<file path="src/logic/fetch_defs.svh">
`ifndef FETCH_DEFS_SVH
`define FETCH_DEFS_SVH

// pc after reset and the bubble instruction (addi x0, x0, 0)
`define FETCH_RESET_PC  32'h0000_0000
`define FETCH_NOP       32'h0000_0013

// control-flow opcodes seen by the mini decoder
`define OPC_JAL         7'b1101111
`define OPC_JALR        7'b1100111
`define OPC_BRANCH      7'b1100011

// branch condition codes
`define F3_BEQ          3'b000
`define F3_BNE          3'b001
`define F3_BLT          3'b100
`define F3_BGE          3'b101
`define F3_BLTU         3'b110
`define F3_BGEU         3'b111

// link registers, ra and t0
`define REG_RA          5'd1
`define REG_T0          5'd5

// predictor sizing, RAS depth must be a power of two
`define BHT_IDX_BITS    4
`define CTR_WEAK_NT     2'b01
`define RAS_DEPTH       4

`endif

</file>
<file path="src/logic/fetch_pkg.sv">
package fetch_pkg;

    // data word, also used for pc and instruction
    typedef logic [31:0] word_t;

    // architectural register number
    typedef logic [4:0] reg_addr_t;

    // branch condition field of a B-type instruction
    typedef logic [2:0] func3_t;

    // source of a branch or jalr operand
    typedef enum logic [1:0] {
        FWD_REG    = 2'd0,
        FWD_EX_MEM = 2'd1,
        FWD_MEM_WB = 2'd2
    } fwd_sel_t;

    // two-bit saturating counter
    // 00 strong nt, 01 weak nt, 10 weak t, 11 strong t
    typedef logic [1:0] ctr_t;

endpackage

</file>
<file path="src/logic/fetch_decode.sv">
`timescale 1ns/1ps
`include "fetch_defs.svh"

module fetch_decode (
    input  fetch_pkg::word_t     instr_i,

    output logic                 jal_o,
    output logic                 jalr_o,
    output logic                 branch_o,

    output fetch_pkg::reg_addr_t rs1_o,
    output fetch_pkg::reg_addr_t rs2_o,
    output fetch_pkg::reg_addr_t rd_o,
    output fetch_pkg::func3_t    func3_o,
    output fetch_pkg::word_t     imm_o
);

    logic [6:0] opcode;

    assign opcode = instr_i[6:0];

    // register fields sit at fixed positions for every format
    assign rs1_o   = instr_i[19:15];
    assign rs2_o   = instr_i[24:20];
    assign rd_o    = instr_i[11:7];
    assign func3_o = instr_i[14:12];

    always_comb begin
        jal_o    = 1'b0;
        jalr_o   = 1'b0;
        branch_o = 1'b0;
        imm_o    = '0;

        case (opcode)
            `OPC_JAL: begin
                jal_o = 1'b1;
                // J-type
                imm_o = {{12{instr_i[31]}}, instr_i[19:12], instr_i[20],
                         instr_i[30:21], 1'b0};
            end
            `OPC_JALR: begin
                jalr_o = 1'b1;
                // I-type
                imm_o  = {{20{instr_i[31]}}, instr_i[31:20]};
            end
            `OPC_BRANCH: begin
                branch_o = 1'b1;
                // B-type
                imm_o    = {{20{instr_i[31]}}, instr_i[7], instr_i[30:25],
                            instr_i[11:8], 1'b0};
            end
            default: begin
                // not a control-flow instruction
                imm_o = '0;
            end
        endcase
    end

endmodule

</file>
<file path="src/logic/fetch_hazard.sv">
`timescale 1ns/1ps
`include "fetch_defs.svh"

module fetch_hazard (
    input  fetch_pkg::reg_addr_t rs1_i,
    input  fetch_pkg::reg_addr_t rs2_i,
    input  fetch_pkg::reg_addr_t rd_i,
    input  fetch_pkg::reg_addr_t id_rd_i,
    input  fetch_pkg::reg_addr_t id_ex_rd_i,
    input  fetch_pkg::reg_addr_t ex_mem_rd_i,
    input  fetch_pkg::reg_addr_t mem_wb_rd_i,

    input  logic                 id_wr_i,
    input  logic                 id_ex_wr_i,
    input  logic                 ex_mem_wr_i,
    input  logic                 mem_wb_wr_i,
    input  logic                 ex_mem_rd_mem_i,

    input  logic                 jal_i,
    input  logic                 jalr_i,
    input  logic                 branch_i,
    input  logic                 ras_empty_i,
    input  logic                 stall_i,

    output fetch_pkg::fwd_sel_t  fwd1_sel_o,
    output fetch_pkg::fwd_sel_t  fwd2_sel_o,
    output logic                 bht_use_o,
    output logic                 ras_use_o,
    output logic                 ras_push_o,
    output logic                 ras_pop_o,
    output logic                 self_stall_o
);

    import fetch_pkg::*;

    logic rs1_busy;
    logic rs2_busy;
    logic rd_link;
    logic rs1_link;

    // value still being produced in ID, ID/EX or by a load in EX/MEM
    function automatic logic rs_busy(input reg_addr_t rs);
        if (rs == '0) begin
            return 1'b0;
        end
        return (id_wr_i && rs == id_rd_i) ||
               (id_ex_wr_i && rs == id_ex_rd_i) ||
               (ex_mem_rd_mem_i && rs == ex_mem_rd_i);
    endfunction

    function automatic fwd_sel_t rs_fwd(input reg_addr_t rs);
        if (rs != '0 && ex_mem_wr_i && !ex_mem_rd_mem_i && rs == ex_mem_rd_i) begin
            return FWD_EX_MEM;
        end else if (rs != '0 && mem_wb_wr_i && rs == mem_wb_rd_i) begin
            return FWD_MEM_WB;
        end
        return FWD_REG;
    endfunction

    always_comb begin
        rs1_busy   = rs_busy(rs1_i);
        rs2_busy   = rs_busy(rs2_i);
        fwd1_sel_o = rs_fwd(rs1_i);
        fwd2_sel_o = rs_fwd(rs2_i);

        rd_link  = (rd_i == `REG_RA) || (rd_i == `REG_T0);
        rs1_link = (rs1_i == `REG_RA) || (rs1_i == `REG_T0);

        bht_use_o    = branch_i && (rs1_busy || rs2_busy);
        ras_use_o    = jalr_i && rs1_busy && !ras_empty_i;
        self_stall_o = jalr_i && rs1_busy && ras_empty_i;

        // stack only moves when this fetch actually advances
        ras_push_o = (jal_i || jalr_i) && rd_link && !stall_i && !self_stall_o;
        ras_pop_o  = jalr_i && rs1_link && rd_i == '0 && !ras_empty_i &&
                     !stall_i && !self_stall_o;

        // decoder flags are one-hot, so a stall never comes from a jal or branch
        assert (!self_stall_o || (jalr_i && !jal_i && !branch_i));
    end

endmodule

</file>
<file path="src/logic/branch_predictor.sv">
`timescale 1ns/1ps
`include "fetch_defs.svh"

module branch_predictor (
    input  logic             clk,
    input  logic             rst_n_i,

    input  fetch_pkg::word_t pc_i,

    input  logic             resolve_valid_i,
    input  fetch_pkg::word_t resolve_pc_i,
    input  logic             resolve_taken_i,

    input  logic             push_i,
    input  logic             pop_i,
    input  fetch_pkg::word_t push_data_i,

    output logic             pred_taken_o,
    output fetch_pkg::word_t ras_top_o,
    output logic             ras_empty_o
);

    import fetch_pkg::*;

    localparam int BHT_ENTRIES = 1 << `BHT_IDX_BITS;
    localparam int RAS_PTR_W   = $clog2(`RAS_DEPTH);
    localparam logic [RAS_PTR_W:0] RAS_FULL = `RAS_DEPTH;

    ////////////////////////////////////////////////////////////////////////////
    // bimodal table

    ctr_t bht_q [BHT_ENTRIES];

    logic [`BHT_IDX_BITS-1:0] rd_idx;
    logic [`BHT_IDX_BITS-1:0] wr_idx;
    ctr_t                     wr_ctr;

    assign rd_idx       = pc_i[`BHT_IDX_BITS+1:2];
    assign wr_idx       = resolve_pc_i[`BHT_IDX_BITS+1:2];
    assign pred_taken_o = bht_q[rd_idx][1];

    always_comb begin
        wr_ctr = bht_q[wr_idx];
        if (resolve_taken_i && wr_ctr != 2'b11) begin
            wr_ctr = wr_ctr + 2'b01;
        end else if (!resolve_taken_i && wr_ctr != 2'b00) begin
            wr_ctr = wr_ctr - 2'b01;
        end
    end

    always_ff @(posedge clk or negedge rst_n_i) begin
        if (!rst_n_i) begin
            for (int i = 0; i < BHT_ENTRIES; i++) begin
                bht_q[i] <= `CTR_WEAK_NT;
            end
        end else if (resolve_valid_i) begin
            bht_q[wr_idx] <= wr_ctr;
        end
    end

    ////////////////////////////////////////////////////////////////////////////
    // return address stack

    word_t                ras_mem [`RAS_DEPTH];
    logic [RAS_PTR_W-1:0] ras_ptr_q;
    logic [RAS_PTR_W-1:0] ras_ptr_inc;
    logic [RAS_PTR_W:0]   ras_cnt_q;

    // top entry, wraps around so a full push drops the oldest
    assign ras_ptr_inc = ras_ptr_q + 1'b1;
    assign ras_top_o   = ras_mem[ras_ptr_q];
    assign ras_empty_o = (ras_cnt_q == '0);

    always_ff @(posedge clk or negedge rst_n_i) begin
        if (!rst_n_i) begin
            ras_ptr_q <= '0;
            ras_cnt_q <= '0;
        end else if (push_i && !pop_i) begin
            ras_ptr_q <= ras_ptr_inc;
            if (ras_cnt_q != RAS_FULL) begin
                ras_cnt_q <= ras_cnt_q + 1'b1;
            end
        end else if (pop_i && !push_i) begin
            ras_ptr_q <= ras_ptr_q - 1'b1;
            ras_cnt_q <= ras_cnt_q - 1'b1;
        end
    end

    // push and pop together replace the top
    always_ff @(posedge clk) begin
        if (push_i && pop_i) begin
            ras_mem[ras_ptr_q] <= push_data_i;
        end else if (push_i) begin
            ras_mem[ras_ptr_inc] <= push_data_i;
        end
    end

    // hazard logic must never request a pop from an empty stack
    assert property (@(posedge clk) disable iff (!rst_n_i) pop_i |-> !ras_empty_o);

endmodule

</file>
<file path="src/logic/fetch_stage.sv">
`timescale 1ns/1ps
`include "fetch_defs.svh"

module fetch_stage (
    input  logic                 clk,
    input  logic                 rst_n_i,

    output fetch_pkg::word_t     rom_addr_o,
    input  fetch_pkg::word_t     instr_i,
    output fetch_pkg::word_t     instr_o,

    output fetch_pkg::word_t     pc_plus4_o,
    output fetch_pkg::word_t     target_o,
    output logic                 taken_o,

    output fetch_pkg::reg_addr_t rs1_addr_o,
    output fetch_pkg::reg_addr_t rs2_addr_o,
    input  fetch_pkg::word_t     rs1_data_i,
    input  fetch_pkg::word_t     rs2_data_i,

    input  fetch_pkg::word_t     ex_mem_result_i,
    input  fetch_pkg::word_t     mem_wb_result_i,

    input  fetch_pkg::reg_addr_t id_rd_i,
    input  fetch_pkg::reg_addr_t id_ex_rd_i,
    input  fetch_pkg::reg_addr_t ex_mem_rd_i,
    input  fetch_pkg::reg_addr_t mem_wb_rd_i,

    input  logic                 id_wr_i,
    input  logic                 id_ex_wr_i,
    input  logic                 ex_mem_wr_i,
    input  logic                 mem_wb_wr_i,
    input  logic                 id_ex_rd_mem_i,
    input  logic                 ex_mem_rd_mem_i,

    input  logic                 stall_i,
    input  logic                 flush_i,
    input  fetch_pkg::word_t     rollback_pc_i,

    input  logic                 resolve_valid_i,
    input  fetch_pkg::word_t     resolve_pc_i,
    input  logic                 resolve_taken_i
);

    import fetch_pkg::*;

    word_t     pc_q;
    word_t     pc_next;
    word_t     pc_plus4;

    logic      jal;
    logic      jalr;
    logic      branch;
    reg_addr_t rd;
    func3_t    func3;
    word_t     imm;

    fwd_sel_t  fwd1_sel;
    fwd_sel_t  fwd2_sel;
    logic      bht_use;
    logic      ras_use;
    logic      ras_push;
    logic      ras_pop;
    logic      ras_empty;
    logic      self_stall;
    logic      pred_taken;
    word_t     ras_top;

    word_t     op1;
    word_t     op2;
    logic      cmp_taken;
    logic      br_taken;
    logic      jump;
    word_t     jump_base;
    word_t     jump_sum;
    word_t     jump_target;

    function automatic word_t fwd_mux(input fwd_sel_t sel, input word_t reg_data);
        case (sel)
            FWD_EX_MEM: return ex_mem_result_i;
            FWD_MEM_WB: return mem_wb_result_i;
            default:    return reg_data;
        endcase
    endfunction

    assign rom_addr_o = pc_q;
    assign instr_o    = self_stall ? `FETCH_NOP : instr_i;
    assign pc_plus4   = pc_q + 32'd4;
    assign pc_plus4_o = pc_plus4;

    fetch_decode u_decode (
        .instr_i  (instr_i),
        .jal_o    (jal),
        .jalr_o   (jalr),
        .branch_o (branch),
        .rs1_o    (rs1_addr_o),
        .rs2_o    (rs2_addr_o),
        .rd_o     (rd),
        .func3_o  (func3),
        .imm_o    (imm)
    );

    // a load sitting in ID/EX always blocks its destination
    fetch_hazard u_hazard (
        .rs1_i           (rs1_addr_o),
        .rs2_i           (rs2_addr_o),
        .rd_i            (rd),
        .id_rd_i         (id_rd_i),
        .id_ex_rd_i      (id_ex_rd_i),
        .ex_mem_rd_i     (ex_mem_rd_i),
        .mem_wb_rd_i     (mem_wb_rd_i),
        .id_wr_i         (id_wr_i),
        .id_ex_wr_i      (id_ex_wr_i | id_ex_rd_mem_i),
        .ex_mem_wr_i     (ex_mem_wr_i),
        .mem_wb_wr_i     (mem_wb_wr_i),
        .ex_mem_rd_mem_i (ex_mem_rd_mem_i),
        .jal_i           (jal),
        .jalr_i          (jalr),
        .branch_i        (branch),
        .ras_empty_i     (ras_empty),
        .stall_i         (stall_i),
        .fwd1_sel_o      (fwd1_sel),
        .fwd2_sel_o      (fwd2_sel),
        .bht_use_o       (bht_use),
        .ras_use_o       (ras_use),
        .ras_push_o      (ras_push),
        .ras_pop_o       (ras_pop),
        .self_stall_o    (self_stall)
    );

    branch_predictor u_predictor (
        .clk             (clk),
        .rst_n_i         (rst_n_i),
        .pc_i            (pc_q),
        .resolve_valid_i (resolve_valid_i),
        .resolve_pc_i    (resolve_pc_i),
        .resolve_taken_i (resolve_taken_i),
        .push_i          (ras_push),
        .pop_i           (ras_pop),
        .push_data_i     (pc_plus4),
        .pred_taken_o    (pred_taken),
        .ras_top_o       (ras_top),
        .ras_empty_o     (ras_empty)
    );

    ////////////////////////////////////////////////////////////////////////////
    // operands and branch direction

    always_comb begin
        op1 = fwd_mux(fwd1_sel, rs1_data_i);
        op2 = fwd_mux(fwd2_sel, rs2_data_i);
    end

    always_comb begin
        case (func3)
            `F3_BEQ:  cmp_taken = (op1 == op2);
            `F3_BNE:  cmp_taken = (op1 != op2);
            `F3_BLT:  cmp_taken = ($signed(op1) < $signed(op2));
            `F3_BGE:  cmp_taken = ($signed(op1) >= $signed(op2));
            `F3_BLTU: cmp_taken = (op1 < op2);
            `F3_BGEU: cmp_taken = (op1 >= op2);
            default:  cmp_taken = 1'b0;
        endcase
    end

    assign br_taken = bht_use ? pred_taken : cmp_taken;
    assign jump     = jal || jalr || (branch && br_taken);
    assign taken_o  = jump;

    ////////////////////////////////////////////////////////////////////////////
    // jump target and next pc

    // jalr base comes from the RAS when rs1 is still in flight
    assign jump_base   = !jalr ? pc_q : (ras_use ? ras_top : op1);
    assign jump_sum    = jump_base + imm;
    assign jump_target = jalr ? {jump_sum[31:1], 1'b0} : jump_sum;
    assign target_o    = jump_target;

    always_comb begin
        if (flush_i) begin
            pc_next = rollback_pc_i;
        end else if (stall_i || self_stall) begin
            pc_next = pc_q;
        end else if (jump) begin
            pc_next = jump_target;
        end else begin
            pc_next = pc_plus4;
        end
    end

    always_ff @(posedge clk or negedge rst_n_i) begin
        if (!rst_n_i) begin
            pc_q <= `FETCH_RESET_PC;
        end else begin
            pc_q <= pc_next;
        end
    end

    // rollback pcs and jump targets from the rest of the core stay aligned
    assert property (@(posedge clk) disable iff (!rst_n_i) pc_q[1:0] == 2'b00);

endmodule

</file>
<file path="config.mk">
export PLATFORM = sky130hd
export DESIGN_NAME = fetch_stage
export DESIGN_NICKNAME = d
export VERILOG_FILES = /design/src/logic/fetch_pkg.sv /design/src/logic/fetch_decode.sv /design/src/logic/fetch_hazard.sv /design/src/logic/branch_predictor.sv /design/src/logic/fetch_stage.sv
export VERILOG_INCLUDE_DIRS = /design/src /design/src/logic
export SDC_FILE = /design/constraint.sdc
export NUM_CORES = 1
export LEC_CHECK = 0
export ABC_AREA = 1
export CAP_MARGIN = 20
export CORE_MARGIN = 2
export CORE_UTILIZATION = 34
export CTS_CLUSTER_DIAMETER = 150
export DETAILED_ROUTE_END_ITERATION = 6
export DONT_BUFFER_PORTS = 1
export SYNTH_ARGS = -nofsm -noshare
export SYNTH_HDL_FRONTEND = slang
export SYNTH_HIERARCHICAL = 1
export SYNTH_SLANG_ARGS = --single-unit
</file>
<file path="constraint.sdc">
create_clock -name clk -period 6.3 [get_ports clk]
set_clock_uncertainty 0.05 [all_clocks]
set_input_delay 0 -clock clk [delete_from_list [all_inputs] [get_ports clk]]
set_output_delay 0 -clock clk [all_outputs]
set_load 0.02 [all_outputs]
</file>
==> results of run 1 <==
[synthesized netlist by cell type (all sizes together), types with 2 or more instances]
master and count:
a21boi 4, a21o 5, a21oi 106, a221o 5, a221oi 2, a22oi 31
a31oi 2, and2 2, buf 56, clkbuf 64, dfrtp 53, dfstp 16
edfxtp 128, fa 2, ha 73, inv 295, mux2i 33, nand2 539
nand3 225, nand4 16, nor2 224, nor3 27, nor4 6, o2111ai 2
o211ai 6, o21ai 102, o21bai 4, o221ai 29, o22ai 29, or2 7
xnor2 17, xor2 63
[registers in the layout, summed over array words and instances (netlist names)]
signal	flops
rom_addr_o	32
u_predictor/bht_q	32
u_predictor/ras_cnt_q	3
u_predictor/ras_mem	128
u_predictor/ras_ptr_q	2
[metal layers]
layer | track usage, % | vias up | part of all wire (%)
met1 | 30.6 | 7193 | 42
li1 | - | 7216 | -
met3 | 6.17 | 89 | 8.8
met4 | 6.82 | 0 | 2.9
met5 | 0 | - | 0
met2 | 38.4 | 662 | 46
[worst max-delay path, delay by kind of cell]
kind	cells	cell delay (ps)
compound gates	2	500
simple gates	23	2910
buf+inv	7	2030
fa+ha+maj	2	510
[final cells by class]
cell class | count | area (sq um) | share of cell area (%)
tap | 607 | 759 | 4.30
antenna | 2 | 5.00 | 0.0283
clock inverter | 14 | 166 | 0.942
timing repair buffer | 102 | 943 | 5.34
multi-input combinational | 1569 | 8640 | 48.9
sequential | 197 | 5590 | 31.6
timing repair inverter | 1 | 5.00 | 0.0283
inverter | 297 | 1140 | 6.43
clock buffer | 18 | 429 | 2.43
[power by group through the flow]
stage                     Combinational (uW)  Clock (uW)  Sequential, uW
final                                   1070        1120            1700
after global routing                    1190        1180            1700
after CTS                               1060        1130            1690
after detailed placement                1010           0            1720
after global placement                   990           0            1710
after floorplan                          768           0            1660
[stage by stage]
step	utilization, %	instances	setup WS [ps]	hold WS, ps
5_1_grt	38.0	2807	44.8	51.1
6_report	38.0	2807	612	20.1
2_1_floorplan	-	2183	1870	-346
3_5_place_dp	35.3	2708	911	-337
3_3_place_gp	35.3	2708	983	-337
4_1_cts	37.9	2799	303	21.4
[cells by family after synthesis]
group / count (synthesis) / synth area share [%]
mux: 34 / 2.14
simple gates: 1050 / 28.6
compound gates: 329 / 12.3
buf+inv: 418 / 11.5
flops: 197 / 34.9
xor+xnor: 80 / 4.52
fa+ha+maj: 75 / 5.96
[worst min path at each step]
stage | startpoint | endpoint | slack (ps) | depth (start not counted)
floorplan | rst_n_i | rom_addr_o[0] | -350 | 0
global placement | rst_n_i | rom_addr_o[26] | -340 | 0
detailed placement | rst_n_i | rom_addr_o[26] | -340 | 0
CTS | resolve_pc_i[2] | u_predictor/bht_q[22] | 20 | 5
global route | rst_n_i | rom_addr_o[26] | 50 | 2
finish | rst_n_i | rom_addr_o[26] | 20 | 2
[cells in the final DEF (no fill, tap or decap), types with 4 or more instances in the layout]
cell type | Yosys | routed
nand2_1 | 521 | 521
inv_1 | 284 | 282
nand3_1 | 220 | 220
nor2_1 | 208 | 201
edfxtp_1 | 128 | 128
a21oi_1 | 105 | 104
o21ai_0 | 98 | 96
ha_1 | 73 | 72
xor2_1 | 60 | 60
dlygate4sd3_1 | 0 | 58
dfrtp_1 | 53 | 53
buf_4 | 37 | 42
mux2i_1 | 33 | 33
a22oi_1 | 31 | 31
o221ai_1 | 29 | 29
o22ai_1 | 29 | 29
nor3_1 | 21 | 20
xnor2_1 | 17 | 17
clkbuf_16 | 0 | 17
nor2_2 | 9 | 16
dfstp_2 | 16 | 16
nand4_1 | 15 | 15
nand2_2 | 14 | 14
inv_2 | 11 | 11
nor2_4 | 7 | 7
or2_2 | 7 | 7
o21ai_1 | 4 | 6
a221o_1 | 5 | 5
a21o_1 | 5 | 5
o211ai_1 | 5 | 5
nand3_2 | 5 | 5
nor4_1 | 5 | 5
nor3_2 | 5 | 5
clkinvlp_4 | 0 | 4
o21bai_1 | 4 | 4
inv_8 | 0 | 4
[repair_timing]
action | CTS | global route
hold buffers | 59 | 0
resized for setup | 0 | 7
endpoints found under the hold margin | 144 | 0
buffers inserted | 0 | 0
endpoints found under the setup margin | 0 | 2
==> impl_metrics.env, run 1 <==
export IMPL_status="completed"
export IMPL_io_pins=395
export IMPL_grt_pass1_vias=14500
export IMPL_synth_top_cell_by_area="edfxtp_1"
export IMPL_peakVddDrop_mv=0.179
export IMPL_place_gp_congestion=0.911
export IMPL_vias=15200
export IMPL_dpl_cell_area_sq_um=16400
export IMPL_rows=79
export IMPL_seq_area_frac_synth_pct=34.9
export IMPL_vias_per_cell=5.40
export IMPL_post_route_min_period_ps=5690
export IMPL_dieArea_sq_um=48800
export IMPL_p_sw_share_pct=37.6
export IMPL_syn_area_per_cell_sq_um=7.33
export IMPL_clk_pin_slew_ps=80
export IMPL_stdcell_area_sq_um=17700
export IMPL_synth_edf_count=128
export IMPL_grt_pass1_wl_um=89100
export IMPL_seqPwrFrac_pct=43.7
export IMPL_dieWidth_um=221
export IMPL_r2r_end="rom_addr_o[22]"
export IMPL_slew_headroom_pct=25.6
export IMPL_r2r_start="u_predictor/ras_ptr_q[0]"
export IMPL_start_util_pct=34.4
export IMPL_required_ps=6590
export IMPL_drc=0
export IMPL_track_usage_pct=23.5
export IMPL_synth_area_leaders="edfxtp_1 (24%), nand2_1 (12%), dfrtp_1 (8.3%), nand3_1 (6.9%), inv_1 (6.7%)"
export IMPL_drt_first_pass_iters=5
export IMPL_nNetsFinal=2516
export IMPL_dp_hpwl_um=45100
export IMPL_p_leak_uw=0.00826
export IMPL_ant_nets=0
export IMPL_wirelength_um=59200
export IMPL_crit_path_max_fanout=32
export IMPL_worstSetupStartpointType="input pin"
export IMPL_max_freq_mhz=176
export IMPL_cts_buffer_depth=2
export IMPL_maxSlewViolCount=0
export IMPL_worstSetupEndpoint="rom_addr_o[0]"
export IMPL_grt_max_degree=70
export IMPL_drive_gt1_share_pct=8.10
export IMPL_endpoint_kind="flop"
export IMPL_syn_num_nets=2514
export IMPL_tns_ps=0
export IMPL_maxCapViolations=0
export IMPL_cts_tree="built"
export IMPL_power_uw=3880
export IMPL_fin_crit_sh_pct=90.3
export IMPL_cpPeakStageDelay_ps=670
export IMPL_n_fill_cell=4816
export IMPL_core_area_sq_um=46500
export IMPL_grt_remaining_overflow=0
export IMPL_p_comb_share_pct=27.6
export IMPL_synthDistinctLibCells=62
export IMPL_cts_root_buf="clkbuf_16"
export IMPL_worst_path_most_repeated_cell="nand2_1"
export IMPL_worst_pin_slew_ps=1110
export IMPL_synthFlopType="edfxtp_1"
export IMPL_p_switching_uw=1460
export IMPL_p_per_area_nw_per_um2=220
export IMPL_drt_iter0_drc=1155
export IMPL_cts_buffers_inserted=17
export IMPL_synthArstFlopShare_pct=35.0
export IMPL_yosysWarnings=6
export IMPL_reg2reg_depth=20
export IMPL_finalHoldViolations=0
export IMPL_routedWlPerCell_um=21.1
export IMPL_synth_seq_cells=197
export IMPL_port_buffer_count=0
export IMPL_netlist_area_sq_um=16000
export IMPL_worstPathArrival_ps=5970
export IMPL_finalSetupViolations=0
export IMPL_antenna_found_initial=2
export IMPL_cpMaxStageDelayCell="inv_1"
export IMPL_worst_skew_pair_late_latency_ps=450
export IMPL_startpoint="instr_i[15]"
export IMPL_p_clk_share_pct=28.7
export IMPL_p_int_uw=2420
export IMPL_hp_class="in2async"
export IMPL_yosys_area_top_type_share_pct=24.0
export IMPL_clock_sinks=197
export IMPL_critPathKind="in2reg"
export IMPL_syn2layout_area_growth_pct=10.5
export IMPL_rsz0062_at_grt="no"
export IMPL_h_tree_depth=4
export IMPL_r2r_slack_ps=1530
export IMPL_fp_dieH_um=221
export IMPL_synth_cells=2183
Power figures use the tool's default switching activity.
==> run 2, diff against run 1 <==
PLACE_DENSITY = 0.45   (was not set)
==> impl_metrics.env, run 2 (synthesized netlist as in run 1, its figures left out) <==
export IMPL_wirelength_um=60400
export IMPL_hp_class="in2async"
export IMPL_cts_buffers_inserted=17
export IMPL_worstPathArrival_ps=5970
export IMPL_drt_iter0_drc=1038
export IMPL_grt_pass1_wl_um=90800
export IMPL_vias_per_cell=5.32
export IMPL_clk_pin_slew_ps=80
export IMPL_layout_commonest_cell="nand2_1"
export IMPL_power_uw=3880
export IMPL_nNetsFinal=2517
export IMPL_drive_gt1_share_pct=7.96
export IMPL_cpPeakStageDelay_ps=600
export IMPL_stdcell_area_sq_um=17700
export IMPL_ant_nets=0
export IMPL_worst_skew_pair_late_latency_ps=460
export IMPL_place_gp_congestion=0.906
export IMPL_status="completed"
export IMPL_core_area_sq_um=46500
export IMPL_finalSetupViolations=0
export IMPL_h_tree_depth=4
export IMPL_drt_first_pass_iters=5
export IMPL_grt_pass1_vias=14100
export IMPL_start_util_pct=34.4
export IMPL_routedWlPerCell_um=21.5
export IMPL_postLayoutCoreUtil_pct=38.0
export IMPL_post_route_min_period_ps=5690
export IMPL_finalHoldViolations=0
export IMPL_endpoint_kind="flop"
export IMPL_critPathKind="in2reg"
export IMPL_grt_remaining_overflow=0
export IMPL_dieWidth_um=221
export IMPL_r2r_start="u_predictor/ras_cnt_q[0]"
export IMPL_startpoint="instr_i[15]"
export IMPL_peakVddDrop_mv=0.194
export IMPL_clock_sinks=197
export IMPL_top_register="u_predictor/ras_mem"
export IMPL_grt_max_degree=70
export IMPL_r2r_slack_ps=1610
export IMPL_syn2layout_area_growth_pct=10.4
export IMPL_dp_hpwl_um=45400
export IMPL_cts_buffer_depth=2
export IMPL_final_cell_mix="nand2_1 (521), inv_1 (284), nand3_1 (220)"
export IMPL_cts_tree="built"
export IMPL_fp_dieH_um=221
export IMPL_drc=0
export IMPL_maxCapViolations=0
export IMPL_io_pins=395
export IMPL_maxSlewViolCount=0
export IMPL_tns_ps=0
export IMPL_required_ps=6580
export IMPL_fin_crit_sh_pct=90.3
export IMPL_worst_path_most_repeated_cell="nand2_1"
export IMPL_max_freq_mhz=176
export IMPL_antenna_found_initial=0
export IMPL_slew_headroom_pct=20.7
export IMPL_cts_root_buf="clkbuf_16"
export IMPL_cpMaxStageDelayCell="inv_1"
export IMPL_vias=14900
export IMPL_dpl_cell_area_sq_um=16400
export IMPL_worst_pin_slew_ps=1190
export IMPL_p_per_area_nw_per_um2=219
export IMPL_rsz0062_at_grt="no"
export IMPL_crit_path_max_fanout=34
export IMPL_rows=79
export IMPL_largest_reg_flops=128
export IMPL_worstSetupStartpointType="input pin"
export IMPL_postCtsSetupRepairBufs=0
export IMPL_port_buffer_count=0
export IMPL_p_leak_uw=0.00830
export IMPL_track_usage_pct=24.3
export IMPL_dieArea_sq_um=48800
-- run 2: per-layer routing --
metal	wire [um]	share of wire [%]	global-route usage, %
met5	0	0	0
met1	29100	48	35.4
met3	3960	6.6	4.24
met4	1130	1.9	6.21
met2	26200	43	37.1
-- run 2: final cells by class --
type / instances / area [sq um]
fill: 4868 / 28800
multi-input combinational: 1568 / 8610
sequential: 197 / 5590
inverter: 297 / 1130
timing repair buffer: 105 / 976
tap: 607 / 759
clock buffer: 18 / 429
clock inverter: 14 / 169
antenna: 1 / 2.50
-- run 2: worst paths after layout --
check                                             end  cells past startpoint
min in group clk                           instr_o[7]                      2
worst max register to register         rom_addr_o[18]                     23
worst min-delay path            u_predictor/bht_q[25]                      2
worst min register to register  u_predictor/bht_q[22]                      2
worst max-delay path                    rom_addr_o[1]                     34
max in group asynchronous       u_predictor/bht_q[22]                      2
-- run 2: worst max-delay path: cells and delay by family --
kind,cells,cell delay (ps)
AND/OR/NAND/NOR,19,2320
buffers and inverters,8,2240
AO/OA/AOI/OAI,5,840
adder cells (fa/ha/maj),2,540
-- run 2: power by group --
part	switching, uW	internal [uW]
Clock	587	542
Sequential	160	1520
Combinational	733	330
Total	1480	2400
-- run 2: timing repair --
action                                 in CTS  in global routing
resized for setup                           0                  0
endpoints found under the hold margin     144                  0
hold buffers                               60                  0
-- run 2: stage by stage --
| stage | worst slack [ps] | instances | hold WS [ps] |
|---|---|---|---|
| floorplan | 1870 | 2183 | -346 |
| global placement | 1160 | 2712 | -344 |
| detailed placement | 1150 | 2712 | -344 |
| CTS | 600 | 2804 | 38.2 |
| global route | 72.6 | 2806 | 56.1 |
| finish | 610 | 2807 | 36.6 |
==> run 3, diff against run 2 <==
ABC_AREA = not set   (was 1)
==> impl_metrics.env, run 3 <==
export IMPL_yosys_area_top_type_share_pct=25.4
export IMPL_n_fill_cell=4451
export IMPL_synth_top_cell_by_area="edfxtp_1"
export IMPL_slew_headroom_pct=21.9
export IMPL_synth_area_leaders="edfxtp_1 (25%), dfrtp_1 (8.8%), ha_1 (6.0%), mux4_2 (6.0%), a21oi_1 (5.8%)"
export IMPL_regArea_sq_um=5590
export IMPL_postLayoutCoreUtil_pct=39.1
export IMPL_dpl_cell_area_sq_um=15700
export IMPL_track_usage_pct=23.0
export IMPL_rows=77
export IMPL_drc=0
export IMPL_syn2layout_area_growth_pct=13.9
export IMPL_fp_dieH_um=215
export IMPL_place_gp_congestion=0.890
export IMPL_cts_resized=0
export IMPL_io_pins=395
export IMPL_syn_num_nets=1901
export IMPL_synth_seq_cells=197
export IMPL_min_delay_path_depth=3
export IMPL_synth_common_cells="a21oi_1 (175), nor2_1 (143), edfxtp_1 (128)"
export IMPL_drt_iter0_drc=989
export IMPL_finalSetupViolations=0
export IMPL_startpoint="instr_i[19]"
export IMPL_yosysMostFrequentCell="a21oi_1"
export IMPL_finalHoldViolations=0
export IMPL_wirelength_um=53900
export IMPL_seq_area_frac_synth_pct=36.9
export IMPL_grt_pass1_wl_um=80000
export IMPL_worst_skew_pair_late_latency_ps=460
export IMPL_routedWlPerCell_um=24.3
export IMPL_synth_edf_count=128
export IMPL_clk_pin_slew_ps=80
export IMPL_r2r_end="rom_addr_o[27]"
export IMPL_r2r_slack_ps=1130
export IMPL_reg2reg_depth=16
export IMPL_r2r_start="u_predictor/ras_cnt_q[0]"
export IMPL_stdcell_area_sq_um=17200
export IMPL_status="completed"
export IMPL_layout_commonest_cell="a21oi_1"
export IMPL_endpoint_kind="flop"
export IMPL_synthArstFlopShare_pct=35.0
export IMPL_peakVddDrop_mv=0.183
export IMPL_vias=12600
export IMPL_clock_sinks=197
export IMPL_holdWs_ps=26.4
export IMPL_crit_family="compound AO/OA/AOI/OAI gates"
export IMPL_top_register="u_predictor/ras_mem"
export IMPL_final_cell_mix="a21oi_1 (172), nor2_1 (141), edfxtp_1 (128)"
export IMPL_antenna_found_initial=2
export IMPL_post_route_min_period_ps=5730
export IMPL_largest_reg_flops=128
export IMPL_multiInputGateArea_sq_um=8770
export IMPL_tns_ps=0
export IMPL_hp_class="in2reg"
export IMPL_port_buffer_count=0
export IMPL_crit_path_max_fanout=19
export IMPL_cts_tree="built"
export IMPL_h_tree_depth=4
export IMPL_grt_max_degree=71
export IMPL_worstPathArrival_ps=6080
export IMPL_dp_hpwl_um=41200
export IMPL_cpPeakStageDelay_ps=560
export IMPL_p_per_area_nw_per_um2=228
export IMPL_cts_root_buf="clkbuf_16"
export IMPL_path_cells="nor4_4 > or3_1 > a21oi_1 > and3_1 > nor3_1 > inv_1 > ha_1 > a22oi_1 > o21ai_0 > ha_1 > nand4_1 > nor4_1 > a21boi_2 > o31ai_4 > a2111oi_1 > nor3_2 > a21oi_2 > buf_4 > o211ai_1 > o211ai_1 > dlygate4sd3_1"
export IMPL_min_to="u_predictor/bht_q[8]"
export IMPL_yosysWarnings=6
export IMPL_maxCapViolations=0
export IMPL_dieWidth_um=215
export IMPL_maxSlewViolCount=0
export IMPL_netlist_area_sq_um=15100
export IMPL_synthDistinctLibCells=83
export IMPL_critPathKind="in2reg"
export IMPL_drt_first_pass_iters=5
export IMPL_power_uw=3930
export IMPL_grt_pass1_vias=12300
export IMPL_critical_path_buf_inv_count=3
export IMPL_rsz0062_at_grt="no"
export IMPL_worstSetupStartpointType="input pin"
export IMPL_fin_crit_sh_pct=91.0
export IMPL_cpMaxStageDelayCell="dlygate4sd3_1"
export IMPL_dieArea_sq_um=46200
export IMPL_synth_cells=1570
export IMPL_cts_buffers_inserted=17
export IMPL_vias_per_cell=5.68
export IMPL_drive_gt1_share_pct=13.9
export IMPL_grt_remaining_overflow=0
export IMPL_worst_hold_startpoint="resolve_pc_i[3]"
export IMPL_p_leak_uw=0.00651
export IMPL_required_ps=6640
export IMPL_cts_buffer_depth=2
export IMPL_ant_nets=0
export IMPL_worst_pin_slew_ps=1170
export IMPL_start_util_pct=34.3
export IMPL_syn_area_per_cell_sq_um=9.64
export IMPL_synthFlopType="edfxtp_1"
export IMPL_nNetsFinal=1944
export IMPL_max_freq_mhz=174
export IMPL_core_area_sq_um=44100
-- run 3: worst max path at each step --
stage | end | slack, ps | cells past startpoint
after global routing | rom_addr_o[0] | 190 | 21
after global placement | rom_addr_o[27] | 630 | 22
final | rom_addr_o[0] | 570 | 21
after CTS | rom_addr_o[0] | 620 | 21
after detailed placement | rom_addr_o[18] | 590 | 20
after floorplan | rom_addr_o[25] | 1380 | 23
-- run 3: where the power goes --
| part | internal [uW] | switching (uW) | total, uW |
|---|---|---|---|
| Sequential | 1550 | 157 | 1710 |
| Clock | 546 | 587 | 1130 |
| Combinational | 461 | 627 | 1090 |
-- run 3: tightest hold or removal path, cell delays in order --
cell and delay [ps]:
and2_1 200, nand3_1 140, mux2_2 160
-- run 3: routing by layer --
| layer | wire [um] | GRT usage [%] | vias to the layer above |
|---|---|---|---|
| li1 | - | - | 5916 |
| met1 | 24900 | 32.4 | 6176 |
| met2 | 23600 | 35.2 | 467 |
| met3 | 4360 | 5.99 | 42 |
| met4 | 987 | 5.43 | 2 |
| met5 | 7 | 0 | - |
-- run 3: layout make-up --
| type | count | share of cell area [%] |
|---|---|---|
| Antenna cell | 1 | 0.0145 |
| Clock buffer | 17 | 2.47 |
| Clock inverter | 15 | 1.06 |
| Inverter | 31 | 0.675 |
| Multi-Input combinational cell | 1214 | 50.9 |
| Sequential cell | 197 | 32.4 |
| Tap cell | 592 | 4.30 |
| Timing Repair Buffer | 152 | 8.17 |
-- run 3: per-stage QoR --
| step | instances | setup WS (ps) |
|---|---|---|
| finish | 2219 | 565 |
| global route | 2219 | 193 |
| CTS | 2213 | 621 |
| detailed placement | 2093 | 588 |
| global placement | 2093 | 634 |
| floorplan | 1570 | 1380 |
-- run 3: kinds of logic (layout without fill, tap and decap cells) --
| kind of cell | after synthesis | in the layout | synth area share (%) |
|---|---|---|---|
| and+or+nand+nor | 494 | 494 | 16.0 |
| AOI/OAI and AO/OA | 440 | 440 | 18.7 |
| DFF | 197 | 197 | 36.9 |
| buffers and inverters | 159 | 215 | 5.41 |
| muxes | 106 | 106 | 10.9 |
| xor gates and xnor gates | 99 | 99 | 5.73 |
| adders and majority gates | 75 | 75 | 6.30 |
| other | 0 | 1 | 0 |
-- run 3: repair_timing --
item,4_1_cts,5_1_grt
endpoints found under the hold margin,144,0
setup endpoints to repair,0,0
buffers inserted,0,0
hold buffers,88,0
